$ cat src/rtl/cordic_fmt_pkg.sv
// 12-bit signed S-format data throughout, sums wrap silently, six iterations fixed at build time
package cordic_fmt_pkg;

    //////////////////////////////////////////////////////////////////////
    // data path format
    //////////////////////////////////////////////////////////////////////

    // width of i_x/i_y, o_x/o_y and the internal x/y registers
    localparam int DATA_W = 12;

    // one vector component, two's complement
    typedef logic signed [DATA_W-1:0] cordic_data_t;

    //////////////////////////////////////////////////////////////////////
    // iteration control
    //////////////////////////////////////////////////////////////////////

    // number of micro-rotations per job
    // counter rests at this value between jobs
    localparam int ITER_N = 6;

    // counter must hold 0..ITER_N inclusive
    localparam int CNT_W = 3;

    typedef logic [CNT_W-1:0] cordic_cnt_t;

    //////////////////////////////////////////////////////////////////////
    // gain compensation
    //////////////////////////////////////////////////////////////////////

    // 1/K approximated as 2^-1 + 2^-3 = 0.625
    // true value after six steps is about 0.6073
    localparam int GAIN_SHIFT_A = 1;
    localparam int GAIN_SHIFT_B = 3;

endpackage

$ cat src/rtl/cordic_ctrl_pkg.sv
// mode encoding matches the i_mode pin, table count is fixed at two with a one-bit select
package cordic_ctrl_pkg;

    //////////////////////////////////////////////////////////////////////
    // operating mode
    //////////////////////////////////////////////////////////////////////

    // vectoring drives y to zero and records directions
    // rotation replays a recorded table onto a new vector
    typedef enum logic {
        MODE_ROTATION  = 1'b0,
        MODE_VECTORING = 1'b1
    } cordic_mode_e;

    //////////////////////////////////////////////////////////////////////
    // direction tables
    //////////////////////////////////////////////////////////////////////

    // two independent tables, picked by i_select
    localparam int TABLE_N = 2;
    localparam int TABLE_SEL_W = 1;

    // entries 0..ITER_N-1 are step directions
    // entry ITER_N is the half-plane fold done at load
    localparam int DIR_BITS = cordic_fmt_pkg::ITER_N + 1;

endpackage

$ cat src/rtl/iteration_sequencer.sv
// a trigger during a running job restarts it, no back-pressure, o_load is combinational from i_trig
`timescale 1ns/1ns

module iteration_sequencer
    import cordic_fmt_pkg::*;
(
    input  logic        i_clk,
    input  logic        i_rst,
    input  logic        i_trig,
    output logic        o_load,
    output logic        o_step,
    output logic        o_idle,
    output logic        o_done,
    output cordic_cnt_t o_iter
);

    cordic_cnt_t cnt_q;

    // idle once the counter parks at ITER_N
    assign o_idle = (cnt_q == cordic_cnt_t'(ITER_N));

    // trigger wins over a running step, so a restart never steps
    assign o_load = i_trig;
    assign o_step = !i_trig && (cnt_q < cordic_cnt_t'(ITER_N));
    assign o_iter = cnt_q;

    //////////////////////////////////////////////////////////////////////
    // iteration counter
    //////////////////////////////////////////////////////////////////////

    always_ff @(posedge i_clk or posedge i_rst) begin
        if (i_rst) begin
            cnt_q <= cordic_cnt_t'(ITER_N);
        end else if (o_load) begin
            cnt_q <= '0;
        end else if (o_step) begin
            cnt_q <= cnt_q + 1'b1;
        end
    end

    // done goes high for the cycle after the last step edge
    always_ff @(posedge i_clk or posedge i_rst) begin
        if (i_rst) begin
            o_done <= 1'b0;
        end else begin
            o_done <= o_step && (cnt_q == cordic_cnt_t'(ITER_N - 1));
        end
    end

    //////////////////////////////////////////////////////////////////////
    // checks
    //////////////////////////////////////////////////////////////////////

    // counter never runs past the idle value
    a_cnt_range: assert property (@(posedge i_clk) disable iff (i_rst)
        cnt_q <= cordic_cnt_t'(ITER_N));

    // done is a single-cycle pulse
    a_done_pulse: assert property (@(posedge i_clk) disable iff (i_rst)
        o_done |=> !o_done);

endmodule

$ cat src/rtl/micro_rotation_unit.sv
// no guard bits, so inputs near full scale can overflow and wrap during the six steps
`timescale 1ns/1ns

module micro_rotation_unit
    import cordic_fmt_pkg::*;
(
    input  logic         i_clk,
    input  logic         i_rst,
    input  logic         i_load,
    input  logic         i_step,
    input  logic         i_dir,
    input  logic         i_flip,
    input  cordic_cnt_t  i_iter,
    input  cordic_data_t i_x,
    input  cordic_data_t i_y,
    output cordic_data_t o_x_acc,
    output cordic_data_t o_y_acc,
    output logic         o_y_sign
);

    cordic_data_t x_q;
    cordic_data_t y_q;

    // shifted copies for the current iteration
    cordic_data_t x_sh;
    cordic_data_t y_sh;

    // candidate next values
    cordic_data_t x_rot;
    cordic_data_t y_rot;
    cordic_data_t x_ld;
    cordic_data_t y_ld;

    //////////////////////////////////////////////////////////////////////
    // pre-rotation load
    //////////////////////////////////////////////////////////////////////

    // flip by 180 deg so x starts in the right half-plane
    // -(-2048) wraps back to -2048, left as is
    always_comb begin
        if (i_flip) begin
            x_ld = -i_x;
            y_ld = -i_y;
        end else begin
            x_ld = i_x;
            y_ld = i_y;
        end
    end

    //////////////////////////////////////////////////////////////////////
    // shift-add micro-rotation
    //////////////////////////////////////////////////////////////////////

    always_comb begin
        // arithmetic shift keeps the sign
        x_sh = x_q >>> i_iter;
        y_sh = y_q >>> i_iter;
        if (i_dir) begin
            // y negative in vectoring, rotate counter-clockwise
            x_rot = x_q - y_sh;
            y_rot = y_q + x_sh;
        end else begin
            // rotate clockwise
            x_rot = x_q + y_sh;
            y_rot = y_q - x_sh;
        end
    end

    // x/y registers, one update per strobe
    always_ff @(posedge i_clk or posedge i_rst) begin
        if (i_rst) begin
            x_q <= '0;
            y_q <= '0;
        end else if (i_load) begin
            x_q <= x_ld;
            y_q <= y_ld;
        end else if (i_step) begin
            x_q <= x_rot;
            y_q <= y_rot;
        end
    end

    assign o_x_acc  = x_q;
    assign o_y_acc  = y_q;
    assign o_y_sign = y_q[DATA_W-1];

    //////////////////////////////////////////////////////////////////////
    // checks
    //////////////////////////////////////////////////////////////////////

    // sequencer must never step with the idle index
    a_step_iter: assert property (@(posedge i_clk) disable iff (i_rst)
        i_step |-> (i_iter < cordic_cnt_t'(ITER_N)));

endmodule

$ cat src/rtl/direction_memory.sv
// i_mode and i_select must hold from the trigger edge to the last step, rotation never writes
`timescale 1ns/1ns

module direction_memory
    import cordic_fmt_pkg::*, cordic_ctrl_pkg::*;
(
    input  logic                   i_clk,
    input  logic                   i_rst,
    input  logic                   i_load,
    input  logic                   i_step,
    input  logic                   i_x_sign,
    input  logic                   i_y_sign,
    input  cordic_mode_e           i_mode,
    input  logic [TABLE_SEL_W-1:0] i_select,
    input  cordic_cnt_t            i_iter,
    output logic                   o_dir,
    output logic                   o_flip
);

    // one row per table, bit ITER_N is the fold flag
    logic [DIR_BITS-1:0] tbl_q [TABLE_N];

    logic vectoring;

    assign vectoring = (i_mode == MODE_VECTORING);

    //////////////////////////////////////////////////////////////////////
    // direction select
    //////////////////////////////////////////////////////////////////////

    // live signs in vectoring, recorded bits in rotation
    assign o_flip = vectoring ? i_x_sign : tbl_q[i_select][ITER_N];
    assign o_dir  = vectoring ? i_y_sign : tbl_q[i_select][i_iter];

    // record on the same edge the datapath uses the bit
    always_ff @(posedge i_clk or posedge i_rst) begin
        if (i_rst) begin
            for (int t = 0; t < TABLE_N; t++) begin
                tbl_q[t] <= '0;
            end
        end else if (vectoring) begin
            if (i_load) begin
                tbl_q[i_select][ITER_N] <= i_x_sign;
            end else if (i_step) begin
                tbl_q[i_select][i_iter] <= i_y_sign;
            end
        end
    end

    //////////////////////////////////////////////////////////////////////
    // checks
    //////////////////////////////////////////////////////////////////////

    // mode and table held steady since the previous edge of the job
    a_ctrl_stable: assert property (@(posedge i_clk) disable iff (i_rst)
        i_step |-> ($stable(i_mode) && $stable(i_select)));

endmodule

$ cat src/rtl/gain_compensator.sv
// coarse 0.625 gain only, result truncated to 12 bits, outputs read zero while a job runs
`timescale 1ns/1ns

module gain_compensator
    import cordic_fmt_pkg::*;
(
    input  logic         i_idle,
    input  cordic_data_t i_x_acc,
    input  cordic_data_t i_y_acc,
    output cordic_data_t o_x,
    output cordic_data_t o_y
);

    // scaled components before gating
    cordic_data_t x_scaled;
    cordic_data_t y_scaled;

    //////////////////////////////////////////////////////////////////////
    // gain scaling
    //////////////////////////////////////////////////////////////////////

    // v*0.625 as two arithmetic shifts
    // each shift truncates toward -inf, so small negatives bias low
    always_comb begin
        x_scaled = (i_x_acc >>> GAIN_SHIFT_A) + (i_x_acc >>> GAIN_SHIFT_B);
        y_scaled = (i_y_acc >>> GAIN_SHIFT_A) + (i_y_acc >>> GAIN_SHIFT_B);
    end

    //////////////////////////////////////////////////////////////////////
    // output gating
    //////////////////////////////////////////////////////////////////////

    // intermediate x/y stay hidden until the counter parks
    always_comb begin
        if (i_idle) begin
            o_x = x_scaled;
            o_y = y_scaled;
        end else begin
            o_x = '0;
            o_y = '0;
        end
    end

endmodule

$ cat src/rtl/cordic_engine.sv
// done pulse one cycle after the sixth step edge, outputs valid from then until the next trigger
`timescale 1ns/1ns

module cordic_engine
    import cordic_fmt_pkg::*, cordic_ctrl_pkg::*;
(
    input  logic         i_clk,
    input  logic         i_rst,
    input  logic         i_trig,
    input  cordic_mode_e i_mode,
    input  logic         i_select,
    input  cordic_data_t i_x,
    input  cordic_data_t i_y,
    output cordic_data_t o_x,
    output cordic_data_t o_y,
    output logic         o_done
);

    // sequencer strobes
    logic        load;
    logic        step;
    logic        idle;
    cordic_cnt_t iter;

    // direction bits toward the datapath
    logic dir;
    logic flip;

    // datapath state
    cordic_data_t x_acc;
    cordic_data_t y_acc;
    logic         y_sign;

    //////////////////////////////////////////////////////////////////////
    // control
    //////////////////////////////////////////////////////////////////////

    iteration_sequencer u_seq (
        .i_clk  (i_clk),
        .i_rst  (i_rst),
        .i_trig (i_trig),
        .o_load (load),
        .o_step (step),
        .o_idle (idle),
        .o_done (o_done),
        .o_iter (iter)
    );

    direction_memory u_dirmem (
        .i_clk    (i_clk),
        .i_rst    (i_rst),
        .i_load   (load),
        .i_step   (step),
        .i_x_sign (i_x[DATA_W-1]),
        .i_y_sign (y_sign),
        .i_mode   (i_mode),
        .i_select (i_select),
        .i_iter   (iter),
        .o_dir    (dir),
        .o_flip   (flip)
    );

    //////////////////////////////////////////////////////////////////////
    // datapath
    //////////////////////////////////////////////////////////////////////

    micro_rotation_unit u_rot (
        .i_clk    (i_clk),
        .i_rst    (i_rst),
        .i_load   (load),
        .i_step   (step),
        .i_dir    (dir),
        .i_flip   (flip),
        .i_iter   (iter),
        .i_x      (i_x),
        .i_y      (i_y),
        .o_x_acc  (x_acc),
        .o_y_acc  (y_acc),
        .o_y_sign (y_sign)
    );

    gain_compensator u_gain (
        .i_idle  (idle),
        .i_x_acc (x_acc),
        .i_y_acc (y_acc),
        .o_x     (o_x),
        .o_y     (o_y)
    );

endmodule

$ cat config.mk
export PLATFORM = sky130hd
export DESIGN_NAME = cordic_engine
export DESIGN_NICKNAME = d
export VERILOG_FILES = /design/src/rtl/cordic_fmt_pkg.sv /design/src/rtl/cordic_ctrl_pkg.sv /design/src/rtl/iteration_sequencer.sv /design/src/rtl/micro_rotation_unit.sv /design/src/rtl/direction_memory.sv /design/src/rtl/gain_compensator.sv /design/src/rtl/cordic_engine.sv
export SDC_FILE = /design/constraint.sdc
export NUM_CORES = 1
export LEC_CHECK = 0
export ABC_AREA = 1
export BUFFER_PORTS_ARGS = -buffer_cell sky130_fd_sc_hd__buf_4
export CAP_MARGIN = 20
export CELL_PAD_IN_SITES_DETAIL_PLACEMENT = 0
export CELL_PAD_IN_SITES_GLOBAL_PLACEMENT = 2
export CORE_MARGIN = 3
export CORE_UTILIZATION = 36
export DETAILED_ROUTE_END_ITERATION = 12
export PLACE_DENSITY_LB_ADDON = 0.08
export SYNTH_ARGS = -nofsm -noshare
export SYNTH_HDL_FRONTEND = slang
export SYNTH_SLANG_ARGS = --single-unit
$ cat constraint.sdc
create_clock -name i_clk -period 6.7 [get_ports i_clk]
set_input_delay 1.675 -clock i_clk [delete_from_list [all_inputs] [get_ports i_clk]]
set_output_delay 1.675 -clock i_clk [all_outputs]
set_load 0.05 [all_outputs]
==> parameters.txt, run 1 <==
Parameter                              Value

Status
  Run status    completed

Die
  Placement row count    46
  Die Outline Area    ~18,000 um^2
  Initial standard-cell utilization of the core    between 30% and 40%
  Area of the core    15,900 um^2
  Number of top-level pins    54
  Die H    ~130 um
  Die span in x    about 130 um

Setup path
  Crit path buf inv count    2
  CP Data Arrival Time    roughly 2.8 ns
  Top cell family by delay on the critical path    flip-flops
  Crit path required time    roughly 5.0 ns
  Critical path type    register to output pin
  Critical-path maximum fanout    19
  Cell Chain, Critical Path    ha_1 > nand2_1 > inv_1 > o21ai_0 > a21oi_1 > buf_4
  Crit. Startpoint    u_seq.o_iter[1]
  Launch point of the worst reg-to-reg path    u_seq.o_iter[2]
  Startpoint class of the critical path    register
  Cell at the slowest stage of the critical path    sky130_fd_sc_hd__dfstp_2
  Kind of capture point of the worst setup path    output pin
  Largest stage delay on the critical path    around 0.85 ns

Routing
  Ratio of routed vias to standard cells    just over 5
  Antenna Violating Nets Remaining    0
  Initial DRC Count    approximately 360
  Wire per inst    15.7 um
  Number of optimization iterations in the first detailed-route pass    5
  Overall via count from detail_route    ~6,000
  Sum of routed wire length over all layers    approximately 19 mm
  DRC violations left    0

Worst hold path
  Hold_sp    u_dirmem.tbl_q[10]
  Worst hold-check path type    register to register

Finish
  Diode insertion count for antenna repair    0
  Syn-to-layout area delta    11.7%
  Layout net count    1,070
  Register area    between 1000 and 1500 um^2
  Fraction of final layout cells with drive strength greater than 1    between 10% and 20%
  Fillcell total    1,813
  Multi-input gate area    ~4200 um^2
  Final core utilization    about two fifths

Logic synthesis
  Main combinational cell family by area after synthesis    simple AND/OR/NAND/NOR gates
  Number of warnings reported in the yosys synthesis log    0
  Area share of the leading cell type in the synthesized netlist    approximately 17%
  Per-instance average area after synthesis    between 6 and 7 um^2
  Adder-Cell Fraction of Synth Area    12.4%
  Count of flip-flops with a built-in enable after synthesis    0
  Flip-flop and latch count after synthesis    42
  Syn Inst Count    949
  Fraction of the mapped netlist area in compound gates    about a fifth
  Async set or reset register ratio after synthesis    100%
  Cell type with the largest total area after synthesis    sky130_fd_sc_hd__dfrtp_1
  Ranking of synthesized cells by area    sky130_fd_sc_hd__dfrtp_1, sky130_fd_sc_hd__nand2_1, sky130_fd_sc_hd__ha_1
  Post-Synth Simple-Gate Area    33.6%
  Yosys cell types    46
  Sequential cell area fraction in the yosys report    17.9%
  Cell area after synthesis    5870 um^2
  Multiplexer fraction of the synthesized cell area    around 1.7%
  Post-synthesis xor/xnor area fraction    under 10%
  Syn Nets    roughly 1,000
  Most used flip-flop cell after synthesis    sky130_fd_sc_hd__dfrtp_1

Power
  Sum of internal, switching and leakage power    3.55 mW
  Fraction of power spent switching nets    between 50 and 60%
  Clk network pwr share    under 10%
  Switching pwr    approximately 2.0 mW
  Share of power burned in combinational logic    between 70% and 80%
  Worst IR drop on VDD    0.161 mV
  Internal Power    1.55 mW
  Sequential cell fraction of total power    around 16%
  Leakage power figure    between 3 and 4 nW
  Power density normalized to cell area    541 nW/um^2

Place
  DP Worst Slack    approximately 2.1 ns
  Port bufs    53
  Global placer's final weighted congestion    0.860
  Half-perimeter wire length after placement    14.8 mm

Timing
  Share of the clock period used by the worst path after layout    roughly two thirds
  Summed negative setup slack over all endpoints    0 ns
  Pin slew with the least headroom to its limit    ~1.0 ns
  Shortest period the worst path allows    about 4.5 ns
  Count of endpoints failing hold in the final timing report    0
  Number of pins exceeding their max-slew limit in the final report    0
  Unrepaired setup endpoints after global routing    false
  Final setup margin    2.25 ns
  Final setup violation count    0
  Top achievable clock speed    0.224 GHz
  Clock Skew    roughly 0.0073 ns
  Max-Slew Margin vs Limit    a little under a third

Clock network
  Total CTS buffers    5
  Cell at the root of the clock tree    sky130_fd_sc_hd__clkbuf_16
  Post-CTS clock slew at the launch and capture registers of the worst setup and hold paths    around 0.06 ns
  Total clock sinks    between 40 and 50
  Insertion delay to the later sink of the worst-skew pair    about 0.29 ns
  Deepest level of the CTS H-tree    2
  Buffer count from post-CTS setup fixing    0
  Longest Clk Path Bufs    2
  Post-CTS Hold Buffers    0
  Clock tree from TritonCTS    yes
  Post-cts sizing count    0

Global route
  Largest net degree at the start of global routing    43
  Global-route wire length before repair    30.8 mm
  Via count of the first global-routing pass    ~5,800
  Overflow after GRT    0
  Number of antenna violations at the first check in global routing    0
  Total routing resource utilization after global routing    a little over a fifth

Job
  Max-cap violations    0
sequential cells by signal, indices dropped and copies added, names as in the netlist:
signal / count
u_dirmem.tbl_q: 14
u_rot.o_x_acc: 12
u_rot.o_y_acc: 12
u_seq.o_done: 1
u_seq.o_iter: 3
cell families after synthesis:
family	after synthesis
AO/OA/AOI/OAI	205
XOR/XNOR	27
adder cells (fa/ha/maj)	56
buffers and inverters	149
flip-flops	42
multiplexers	10
AND/OR/NAND/NOR	460
Yosys cell counts (5+ instances only):
cell / number
sky130_fd_sc_hd__xor2_1: 15
sky130_fd_sc_hd__clkbuf_1: 9
sky130_fd_sc_hd__buf_6: 6
sky130_fd_sc_hd__o21bai_1: 7
sky130_fd_sc_hd__o21ai_1: 10
sky130_fd_sc_hd__nand3_1: 91
sky130_fd_sc_hd__nand2_1: 243
sky130_fd_sc_hd__nand2_2: 10
sky130_fd_sc_hd__nor2_1: 82
sky130_fd_sc_hd__inv_2: 11
sky130_fd_sc_hd__a21oi_1: 80
sky130_fd_sc_hd__dfrtp_1: 40
sky130_fd_sc_hd__o21ai_0: 64
sky130_fd_sc_hd__inv_1: 109
sky130_fd_sc_hd__buf_4: 6
sky130_fd_sc_hd__nor3_1: 13
sky130_fd_sc_hd__buf_2: 5
sky130_fd_sc_hd__mux2i_1: 10
sky130_fd_sc_hd__a31oi_1: 21
sky130_fd_sc_hd__ha_1: 52
sky130_fd_sc_hd__xnor2_1: 12
path summary, 6_finish.rpt:
| path | end | slack [ns] | cells after the start |
|---|---|---|---|
| hold / removal | u_dirmem.tbl_q[10] | 0.49 | 2 |
| hold reg to reg | u_dirmem.tbl_q[10] | 0.49 | 2 |
| min in group asynchronous | u_rot.o_x_acc[8] | 1.52 | 3 |
| setup / recovery | o_x[9] | 2.25 | 6 |
| max in group asynchronous | u_seq.o_iter[0] | 4.75 | 3 |
| setup reg to reg | u_rot.o_y_acc[9] | 2.73 | 22 |
stage by stage:
stage / instance area, um^2 / hold WS (ns) / std cells
after CTS: 6560 / 0.489 / 1202
after global routing: 6560 / 0.512 / 1202
final: 6560 / 0.487 / 1202
after floorplan: 5870 / 0.455 / 949
after global placement: 6390 / 0.472 / 1194
after detailed placement: 6390 / 0.475 / 1194
worst register-to-register path, delay by kind of cell (launching register included):
kind,cells,cell delay (ns)
AOI/OAI and AO/OA,4,0.48
xor gates and xnor gates,1,0.14
adders and majority gates,2,0.53
buffers and inverters,4,0.56
DFF,1,0.82
and+or+nand+nor,11,1.29
power groups by stage:
stage                     registers [mW]  clock network [mW]  logic (mW)
after floorplan                    0.473                   0        2.12
after CTS                          0.579               0.293        2.68
after global placement             0.585                   0        2.69
final                              0.575               0.285        2.69
after global routing               0.604               0.302        3.10
after detailed placement           0.584                   0        2.66
cell type report:
cell class | instances | share of cell area, %
clock buffers | 6 | 1.97
clock inverters | 2 | 0.572
inverters | 121 | 6.96
multi-input cells | 758 | 63.8
flip-flops and latches | 42 | 16.1
well taps | 216 | 4.12
repair buffers | 57 | 6.53
layer usage:
| metal | global-route usage [%] | routed length (um) |
|---|---|---|
| met1 | 31.5 | 9530 |
| met2 | 34.2 | 8410 |
| met3 | 1.96 | 697 |
| met4 | 3.43 | 182 |
| met5 | 0 | 0 |
cells in the final DEF, fill, tap and decap left out, drive strengths merged, types with 15 or more instances in the layout:
master	count
nand2	256
a21oi	81
o21ai	77
inv	120
a31oi	21
buf	57
dfrtp	40
ha	52
xor2	15
nor2	87
nand3	95
Note: power is estimated with default switching activity, not from simulation.
==> inputs of run 2 (changes only) <==
--- a/config.mk
+++ b/config.mk
@@ -11,7 +11,7 @@
 export CELL_PAD_IN_SITES_DETAIL_PLACEMENT = 0
 export CELL_PAD_IN_SITES_GLOBAL_PLACEMENT = 2
 export CORE_MARGIN = 3
-export CORE_UTILIZATION = 36
+export CORE_UTILIZATION = 33
 export DETAILED_ROUTE_END_ITERATION = 12
 export PLACE_DENSITY_LB_ADDON = 0.08
 export SYNTH_ARGS = -nofsm -noshare
==> constraint.sdc (replaced) <==
create_clock -name i_clk -period 4.34 [get_ports i_clk]
set_input_delay 1.085 -clock i_clk [delete_from_list [all_inputs] [get_ports i_clk]]
set_output_delay 1.085 -clock i_clk [all_outputs]
set_load 0.05 [all_outputs]
==> run 2 against run 1 <==
Flip-flop and latch count stayed put. Critical path depth is 17 higher. Setup slack worse by 1.7 ns. Sequential share of layout area is 0.19 points lower. Sequential power is 60% higher. First-iteration DRC count is 1.9% higher. Final cell count is 1.5% higher. Register-to-register slack worse by 2.2 ns.
==> parameters.txt, run 2 (synthesized netlist as in run 1, its figures left out) <==
Parameter                              Value

Finish
  Fillcell total    2,009 (+11%)
  Most frequent standard cell in the layout excluding fill and tap cells    sky130_fd_sc_hd__nand2_1
  Syn-to-layout area delta    13.0%
  Register with the most flip-flops    u_dirmem.tbl_q
  Layout net count    1,079 (+0.84%)
  Diode insertion count for antenna repair    0 (unchanged)
  Fraction of final layout cells with drive strength greater than 1    12.0% (+1.0 points)
  Register area    1050 um^2 (unchanged)
  Number of standard cells in the layout, taps in and fillers out    1,220 (+1.5%)
  Highest-count cells in the layout ignoring fill and taps    sky130_fd_sc_hd__nand2_1, sky130_fd_sc_hd__inv_1, sky130_fd_sc_hd__nand3_1
  Number of flip-flops under the largest register name    14 (unchanged)
  Multi-input gate area    4180 um^2 (unchanged)

Timing
  Final setup violation count    0 (unchanged)
  Max-Slew Margin vs Limit    49.9% (+19 points)
  Summed negative setup slack over all endpoints    0 ns (unchanged)
  Clock Skew    0.0169 ns (+0.00954 ns)
  Number of pins exceeding their max-slew limit in the final report    0 (unchanged)
  Pin slew with the least headroom to its limit    0.746 ns (-0.296 ns)
  Count of endpoints failing hold in the final timing report    0 (unchanged)
  Final setup margin    0.573 ns (-1.67 ns)
  Unrepaired setup endpoints after global routing    false
  Share of the clock period used by the worst path after layout    between 80% and 90%
  Top achievable clock speed    0.265 GHz
  Shortest period the worst path allows    3.77 ns
  Final Hold Slack    0.493 ns (+0.00565 ns)

Clock network
  Cell at the root of the clock tree    sky130_fd_sc_hd__clkbuf_16
  Deepest level of the CTS H-tree    2 (unchanged)
  Post-CTS Hold Buffers    0 (unchanged)
  Total clock sinks    42 (unchanged)
  Clock tree from TritonCTS    yes
  Post-CTS clock slew at the launch and capture registers of the worst setup and hold paths    0.08 ns (+0.02 ns)
  Total CTS buffers    5 (unchanged)
  Buffer count from post-CTS setup fixing    0 (unchanged)
  Post-cts sizing count    0 (unchanged)
  Insertion delay to the later sink of the worst-skew pair    0.31 ns (+0.02 ns)
  Longest Clk Path Bufs    2 (unchanged)

Routing
  Wire length on met3    567 um (-19%)
  Ratio of routed vias to standard cells    5.05 (-0.88%)
  Wire per inst    16.5 um (+5.7%)
  Initial DRC Count    368 (+1.9%)
  Overall via count from detail_route    6,157 (+0.60%)
  Top layer in use    met4
  Sum of routed wire length over all layers    20.2 mm (+7.3%)
  Antenna Violating Nets Remaining    0 (unchanged)
  Detailed-route wire length on metal 1    9.74 mm (+2.2%)
  Met2 WL post-DR    9.66 mm (+15%)
  DRC violations left    0 (unchanged)
  Number of optimization iterations in the first detailed-route pass    5 (unchanged)

Global route
  Total routing resource utilization after global routing    20.6% (-0.69 points)
  Largest net degree at the start of global routing    43 (unchanged)
  Via count of the first global-routing pass    5,889 (+1.6%)
  Global-route wire length before repair    32.0 mm (+3.9%)
  Overflow after GRT    0 (unchanged)
  Number of antenna violations at the first check in global routing    0 (unchanged)

Die
  Die H    139 um (+4.2%)
  Placement row count    48 (+4.3%)
  Die span in x    139 um (+4.2%)
  Initial standard-cell utilization of the core    33.8% (-3.0 points)
  Area of the core    17,400 um^2 (+8.9%)
  Number of top-level pins    54 (unchanged)
  Die Outline Area    19,400 um^2 (+8.7%)

Setup path
  Reg-to-reg setup timing slack    0.57 ns (-2.16 ns)
  Crit path required time    4.57 ns (-0.46 ns)
  Startpoint class of the critical path    register
  Critical path type    register to register
  Critical-path maximum fanout    19 (unchanged)
  CP Data Arrival Time    4.00 ns (+1.22 ns)
  Kind of capture point of the worst setup path    register

Power
  Worst IR drop on VDD    0.405 mV (+150%)
  Leakage power figure    3.51 nW (+1.3%)
  Power density normalized to cell area    828 nW/um^2 (+53%)
  Sum of internal, switching and leakage power    5.50 mW (+55%)

Place
  Port bufs    53 (unchanged)
  Global placer's final weighted congestion    0.856 (-0.41%)
  Cell total after placement    1,211 (+1.4%)
  Half-perimeter wire length after placement    16.1 mm (+8.9%)
  DP Worst Slack    0.259 ns (-1.81 ns)

Job
  Max-cap violations    0 (unchanged)

Worst hold path
  Worst hold-check path type    register to register

Status
  Run status    completed
## run 2: changes by cell type in the layout (fill, tap and decap cells not counted), sizes merged
cell and delta:
buf +9, inv +2, bufinv -1, clkinv -1
## run 2: final timing paths
check                                        from                end  depth (start not counted)
worst min register to register  u_dirmem.tbl_q[8]  u_dirmem.tbl_q[8]                          2
worst min-delay path            u_dirmem.tbl_q[8]  u_dirmem.tbl_q[8]                          2
min in group asynchronous                   i_rst   u_rot.o_y_acc[5]                          2
max in group asynchronous                   i_rst    u_seq.o_iter[1]                          3
worst max-delay path              u_seq.o_iter[2]  u_rot.o_x_acc[11]                         23
worst max register to register    u_seq.o_iter[2]  u_rot.o_x_acc[11]                         23
## run 2: through the flow
step | util [%] | cell area, um^2
2_1_floorplan | - | 5870
3_3_place_gp | 37.2 | 6460
3_5_place_dp | 37.2 | 6460
4_1_cts | 38.1 | 6620
5_1_grt | 38.2 | 6640
6_report | 38.2 | 6640
## run 2: critical path: stages (launching register included)
cell                      delay, ns
sky130_fd_sc_hd__dfstp_2       0.69
sky130_fd_sc_hd__buf_4         0.26
sky130_fd_sc_hd__nand2_1       0.11
sky130_fd_sc_hd__nor2_1        0.22
sky130_fd_sc_hd__nand2_1       0.08
sky130_fd_sc_hd__nand2_1       0.06
sky130_fd_sc_hd__nor2_1        0.04
sky130_fd_sc_hd__nand3_1       0.10
sky130_fd_sc_hd__nand2_4       0.17
sky130_fd_sc_hd__inv_2         0.19
sky130_fd_sc_hd__nor2_1        0.07
sky130_fd_sc_hd__xor2_1        0.14
sky130_fd_sc_hd__ha_1          0.35
sky130_fd_sc_hd__a21oi_1       0.21
sky130_fd_sc_hd__o21ai_0       0.14
sky130_fd_sc_hd__nand2_1       0.08
sky130_fd_sc_hd__nand4_1       0.13
sky130_fd_sc_hd__nand2_1       0.09
sky130_fd_sc_hd__nand2_1       0.05
sky130_fd_sc_hd__a21oi_1       0.16
sky130_fd_sc_hd__inv_1         0.06
sky130_fd_sc_hd__nand2_1       0.06
sky130_fd_sc_hd__nand3_1       0.08
sky130_fd_sc_hd__a21oi_2       0.13
## run 2: final cells by class
cell class,instances,area share [%]
tap,225,4.24
clock buffer,6,2.09
inverter,121,6.88
timing repair buffer,66,7.65
multi-input combinational,758,63.0
clock inverter,2,0.245
sequential,42,15.9
## run 2: routing by layer
| layer | track usage (%) | vias to the layer above |
|---|---|---|
| met5 | 0 | - |
| met4 | 3.71 | 0 |
| met3 | 2.20 | 11 |
| met2 | 35.8 | 93 |
| met1 | 27.9 | 2813 |
| li1 | - | 3240 |
## run 2: report_power, final
part	switching, mW	internal, mW
combinational	2.59	1.56
sequential	0.364	0.556
clock	0.187	0.232
==> inputs of run 3 (changes only) <==
--- a/config.mk
+++ b/config.mk
@@ -12,8 +12,9 @@
 export CELL_PAD_IN_SITES_GLOBAL_PLACEMENT = 2
 export CORE_MARGIN = 3
 export CORE_UTILIZATION = 33
+export CTS_BUF_LIST = sky130_fd_sc_hd__clkbuf_16
 export DETAILED_ROUTE_END_ITERATION = 12
-export PLACE_DENSITY_LB_ADDON = 0.08
+export PLACE_DENSITY = 0.81
 export SYNTH_ARGS = -nofsm -noshare
 export SYNTH_HDL_FRONTEND = slang
 export SYNTH_SLANG_ARGS = --single-unit
==> run 3 against run 2 <==
Sequential share of layout area is 0.063 points higher. Via count decreased by 0.97%. Critical path type is now input pin to register. Combinational power fell by 1%. Global-route usage shrank 1.0 points. Clock power fell by 2%. Highest routed layer unchanged.
==> parameters.txt, run 3 (synthesized netlist as in run 1, its figures left out) <==
Parameter                              Value

Status
  Run status    completed

Die
  Placement row count    48 (unchanged)
  Area of the core    17,400 um^2 (unchanged)
  Initial standard-cell utilization of the core    33.8% (unchanged)
  Number of top-level pins    54 (unchanged)
  Die span in x    139 um (unchanged)
  Die H    139 um (unchanged)
  Die Outline Area    19,400 um^2 (unchanged)

Setup path
  Cell Chain, Critical Path    buf_4 > inv_2 > o21ai_0 > nand2_1 > nand2_1 > nor2_1 > nand3_1 > nand2_4 > inv_2 > nor2_1 > xor2_1 > ha_1 > a21oi_1 > o21ai_0 > nand2_1 > nand4_1 > nand2_1 > nand2_1 > a21oi_1 > inv_1 > nand2_1 > nand3_1 > a21oi_2
  Largest stage delay on the critical path    0.31 ns (-0.38 ns)
  Reg-to-reg setup timing slack    0.60 ns (+0.03 ns)
  Cell at the slowest stage of the critical path    sky130_fd_sc_hd__ha_1
  Critical path type    input pin to register
  Crit path required time    4.57 ns (about the same)
  Most prevalent standard cell on the critical path    sky130_fd_sc_hd__nand2_1
  CP Data Arrival Time    4.02 ns (+0.02 ns)
  Startpoint class of the critical path    input pin
  Kind of capture point of the worst setup path    register
  Critical-path maximum fanout    19 (unchanged)

Clock network
  Insertion delay to the later sink of the worst-skew pair    0.30 ns (about the same)
  Post-cts sizing count    0 (unchanged)
  Clock tree from TritonCTS    yes
  Longest Clk Path Bufs    2 (unchanged)
  Total CTS buffers    5 (unchanged)
  Deepest level of the CTS H-tree    2 (unchanged)
  Buffer count from post-CTS setup fixing    0 (unchanged)
  Post-CTS Hold Buffers    0 (unchanged)
  Post-CTS clock slew at the launch and capture registers of the worst setup and hold paths    0.08 ns (about the same)
  Cell at the root of the clock tree    sky130_fd_sc_hd__clkbuf_16
  Total clock sinks    42 (unchanged)

Timing
  Top achievable clock speed    0.264 GHz (-0.53%)
  Pin slew with the least headroom to its limit    0.681 ns (-0.0649 ns)
  Clock Skew    0.0103 ns (-0.00654 ns)
  Final setup violation count    0 (unchanged)
  Number of pins exceeding their max-slew limit in the final report    0 (unchanged)
  Summed negative setup slack over all endpoints    0 ns (unchanged)
  Share of the clock period used by the worst path after layout    87.3% (+0.46 points)
  Unrepaired setup endpoints after global routing    false
  Shortest period the worst path allows    3.79 ns (+0.0200 ns)
  Count of endpoints failing hold in the final timing report    0 (unchanged)
  Max-Slew Margin vs Limit    54.2% (+4.4 points)

Worst hold path
  Worst hold-check path type    register to register

Finish
  Most frequent standard cell in the layout excluding fill and tap cells    sky130_fd_sc_hd__nand2_1
  Diode insertion count for antenna repair    0 (unchanged)
  Number of flip-flops under the largest register name    14 (unchanged)
  Register with the most flip-flops    u_dirmem.tbl_q
  Fraction of final layout cells with drive strength greater than 1    11.7% (-0.27 points)
  Layout net count    1,076 (-0.28%)
  Syn-to-layout area delta    12.6%
  Fillcell total    1,960 (-2.4%)
  Highest-count cells in the layout ignoring fill and taps    sky130_fd_sc_hd__nand2_1, sky130_fd_sc_hd__inv_1, sky130_fd_sc_hd__nand3_1

Routing
  Ratio of routed vias to standard cells    5.01 (-0.73%)
  Sum of routed wire length over all layers    19.2 mm (-5.0%)
  Overall via count from detail_route    6,097 (-0.97%)
  Number of optimization iterations in the first detailed-route pass    5 (unchanged)
  DRC violations left    0 (unchanged)
  Antenna Violating Nets Remaining    0 (unchanged)
  Initial DRC Count    366 (-0.54%)
  Wire per inst    15.8 um (-4.7%)

Power
  Leakage power figure    3.49 nW (-0.35%)
  Worst IR drop on VDD    0.381 mV (-5.9%)
  Power density normalized to cell area    823 nW/um^2 (-0.59%)
  Sum of internal, switching and leakage power    5.44 mW (-0.98%)

Global route
  Global-route wire length before repair    31.0 mm (-3.0%)
  Largest net degree at the start of global routing    43 (unchanged)
  Number of antenna violations at the first check in global routing    0 (unchanged)
  Overflow after GRT    0 (unchanged)
  Via count of the first global-routing pass    5,877 (-0.20%)
  Total routing resource utilization after global routing    19.6% (-1.0 points)

Place
  Port bufs    53 (unchanged)
  Global placer's final weighted congestion    0.862 (+0.67%)
  Half-perimeter wire length after placement    15.3 mm (-5.2%)

Job
  Max-cap violations    0 (unchanged)
run 3: cell types whose count changed in the layout (fill, tap and decap cells not counted):
cell                         delta
sky130_fd_sc_hd__buf_4          -3
sky130_fd_sc_hd__clkbuf_8       -1
sky130_fd_sc_hd__clkinvlp_4     -1
sky130_fd_sc_hd__inv_6          +2
run 3: final timing paths:
kind | startpoint | depth (start not counted) | endpoint
worst max-delay path | i_select | 23 | u_rot.o_x_acc[11]
worst min-delay path | u_rot.o_x_acc[0] | 2 | u_rot.o_x_acc[0]
worst max register to register | u_seq.o_iter[1] | 21 | u_rot.o_y_acc[9]
worst min register to register | u_rot.o_x_acc[0] | 2 | u_rot.o_x_acc[0]
max in group asynchronous | i_rst | 3 | u_seq.o_iter[1]
min in group asynchronous | i_rst | 2 | u_rot.o_y_acc[6]
run 3: stage by stage:
| stage | cell area, um^2 | cells | utilization, % | setup slack (ns) | hold slack [ns] |
|---|---|---|---|---|---|
| finish | 6610 | 1217 | 38.1 | 0.553 | 0.496 |
| global placement | 6440 | 1208 | 37.1 | 0.340 | 0.478 |
| global route | 6610 | 1217 | 38.1 | 0.190 | 0.522 |
| detailed placement | 6440 | 1208 | 37.1 | 0.279 | 0.476 |
| floorplan | 5870 | 949 | - | 0.827 | 0.455 |
| CTS | 6590 | 1216 | 38.0 | 0.567 | 0.497 |
run 3: area by class of cell:
cell class	count	area (um^2)	share of cell area (%)
Clock buffer	5	125	1.89
Clock inverter	3	26.3	0.397
Inverter	121	457	6.91
Multi-Input combinational cell	758	4180	63.3
Sequential cell	42	1050	15.9
Tap cell	225	282	4.26
Timing Repair Buffer	63	485	7.34
run 3: layer usage:
layer	track usage (%)	share of wire, %
met5	0	0
met4	3.50	1.2
met3	2.20	3.0
met2	33.4	47
met1	27.1	49
run 3: where the power goes:
group	leakage [nW]	switching, mW	internal, mW
clock	0.0752	0.191	0.220
sequential	0.496	0.378	0.556
combinational	2.92	2.55	1.55
run 3: critical path, delay by kind of cell:
kind                     cells  cell delay [ns]
adder cells (fa/ha/maj)      1             0.31
AO/OA/AOI/OAI                5             0.74
buffers and inverters        4             0.48
AND/OR/NAND/NOR             12             1.20
XOR/XNOR                     1             0.17
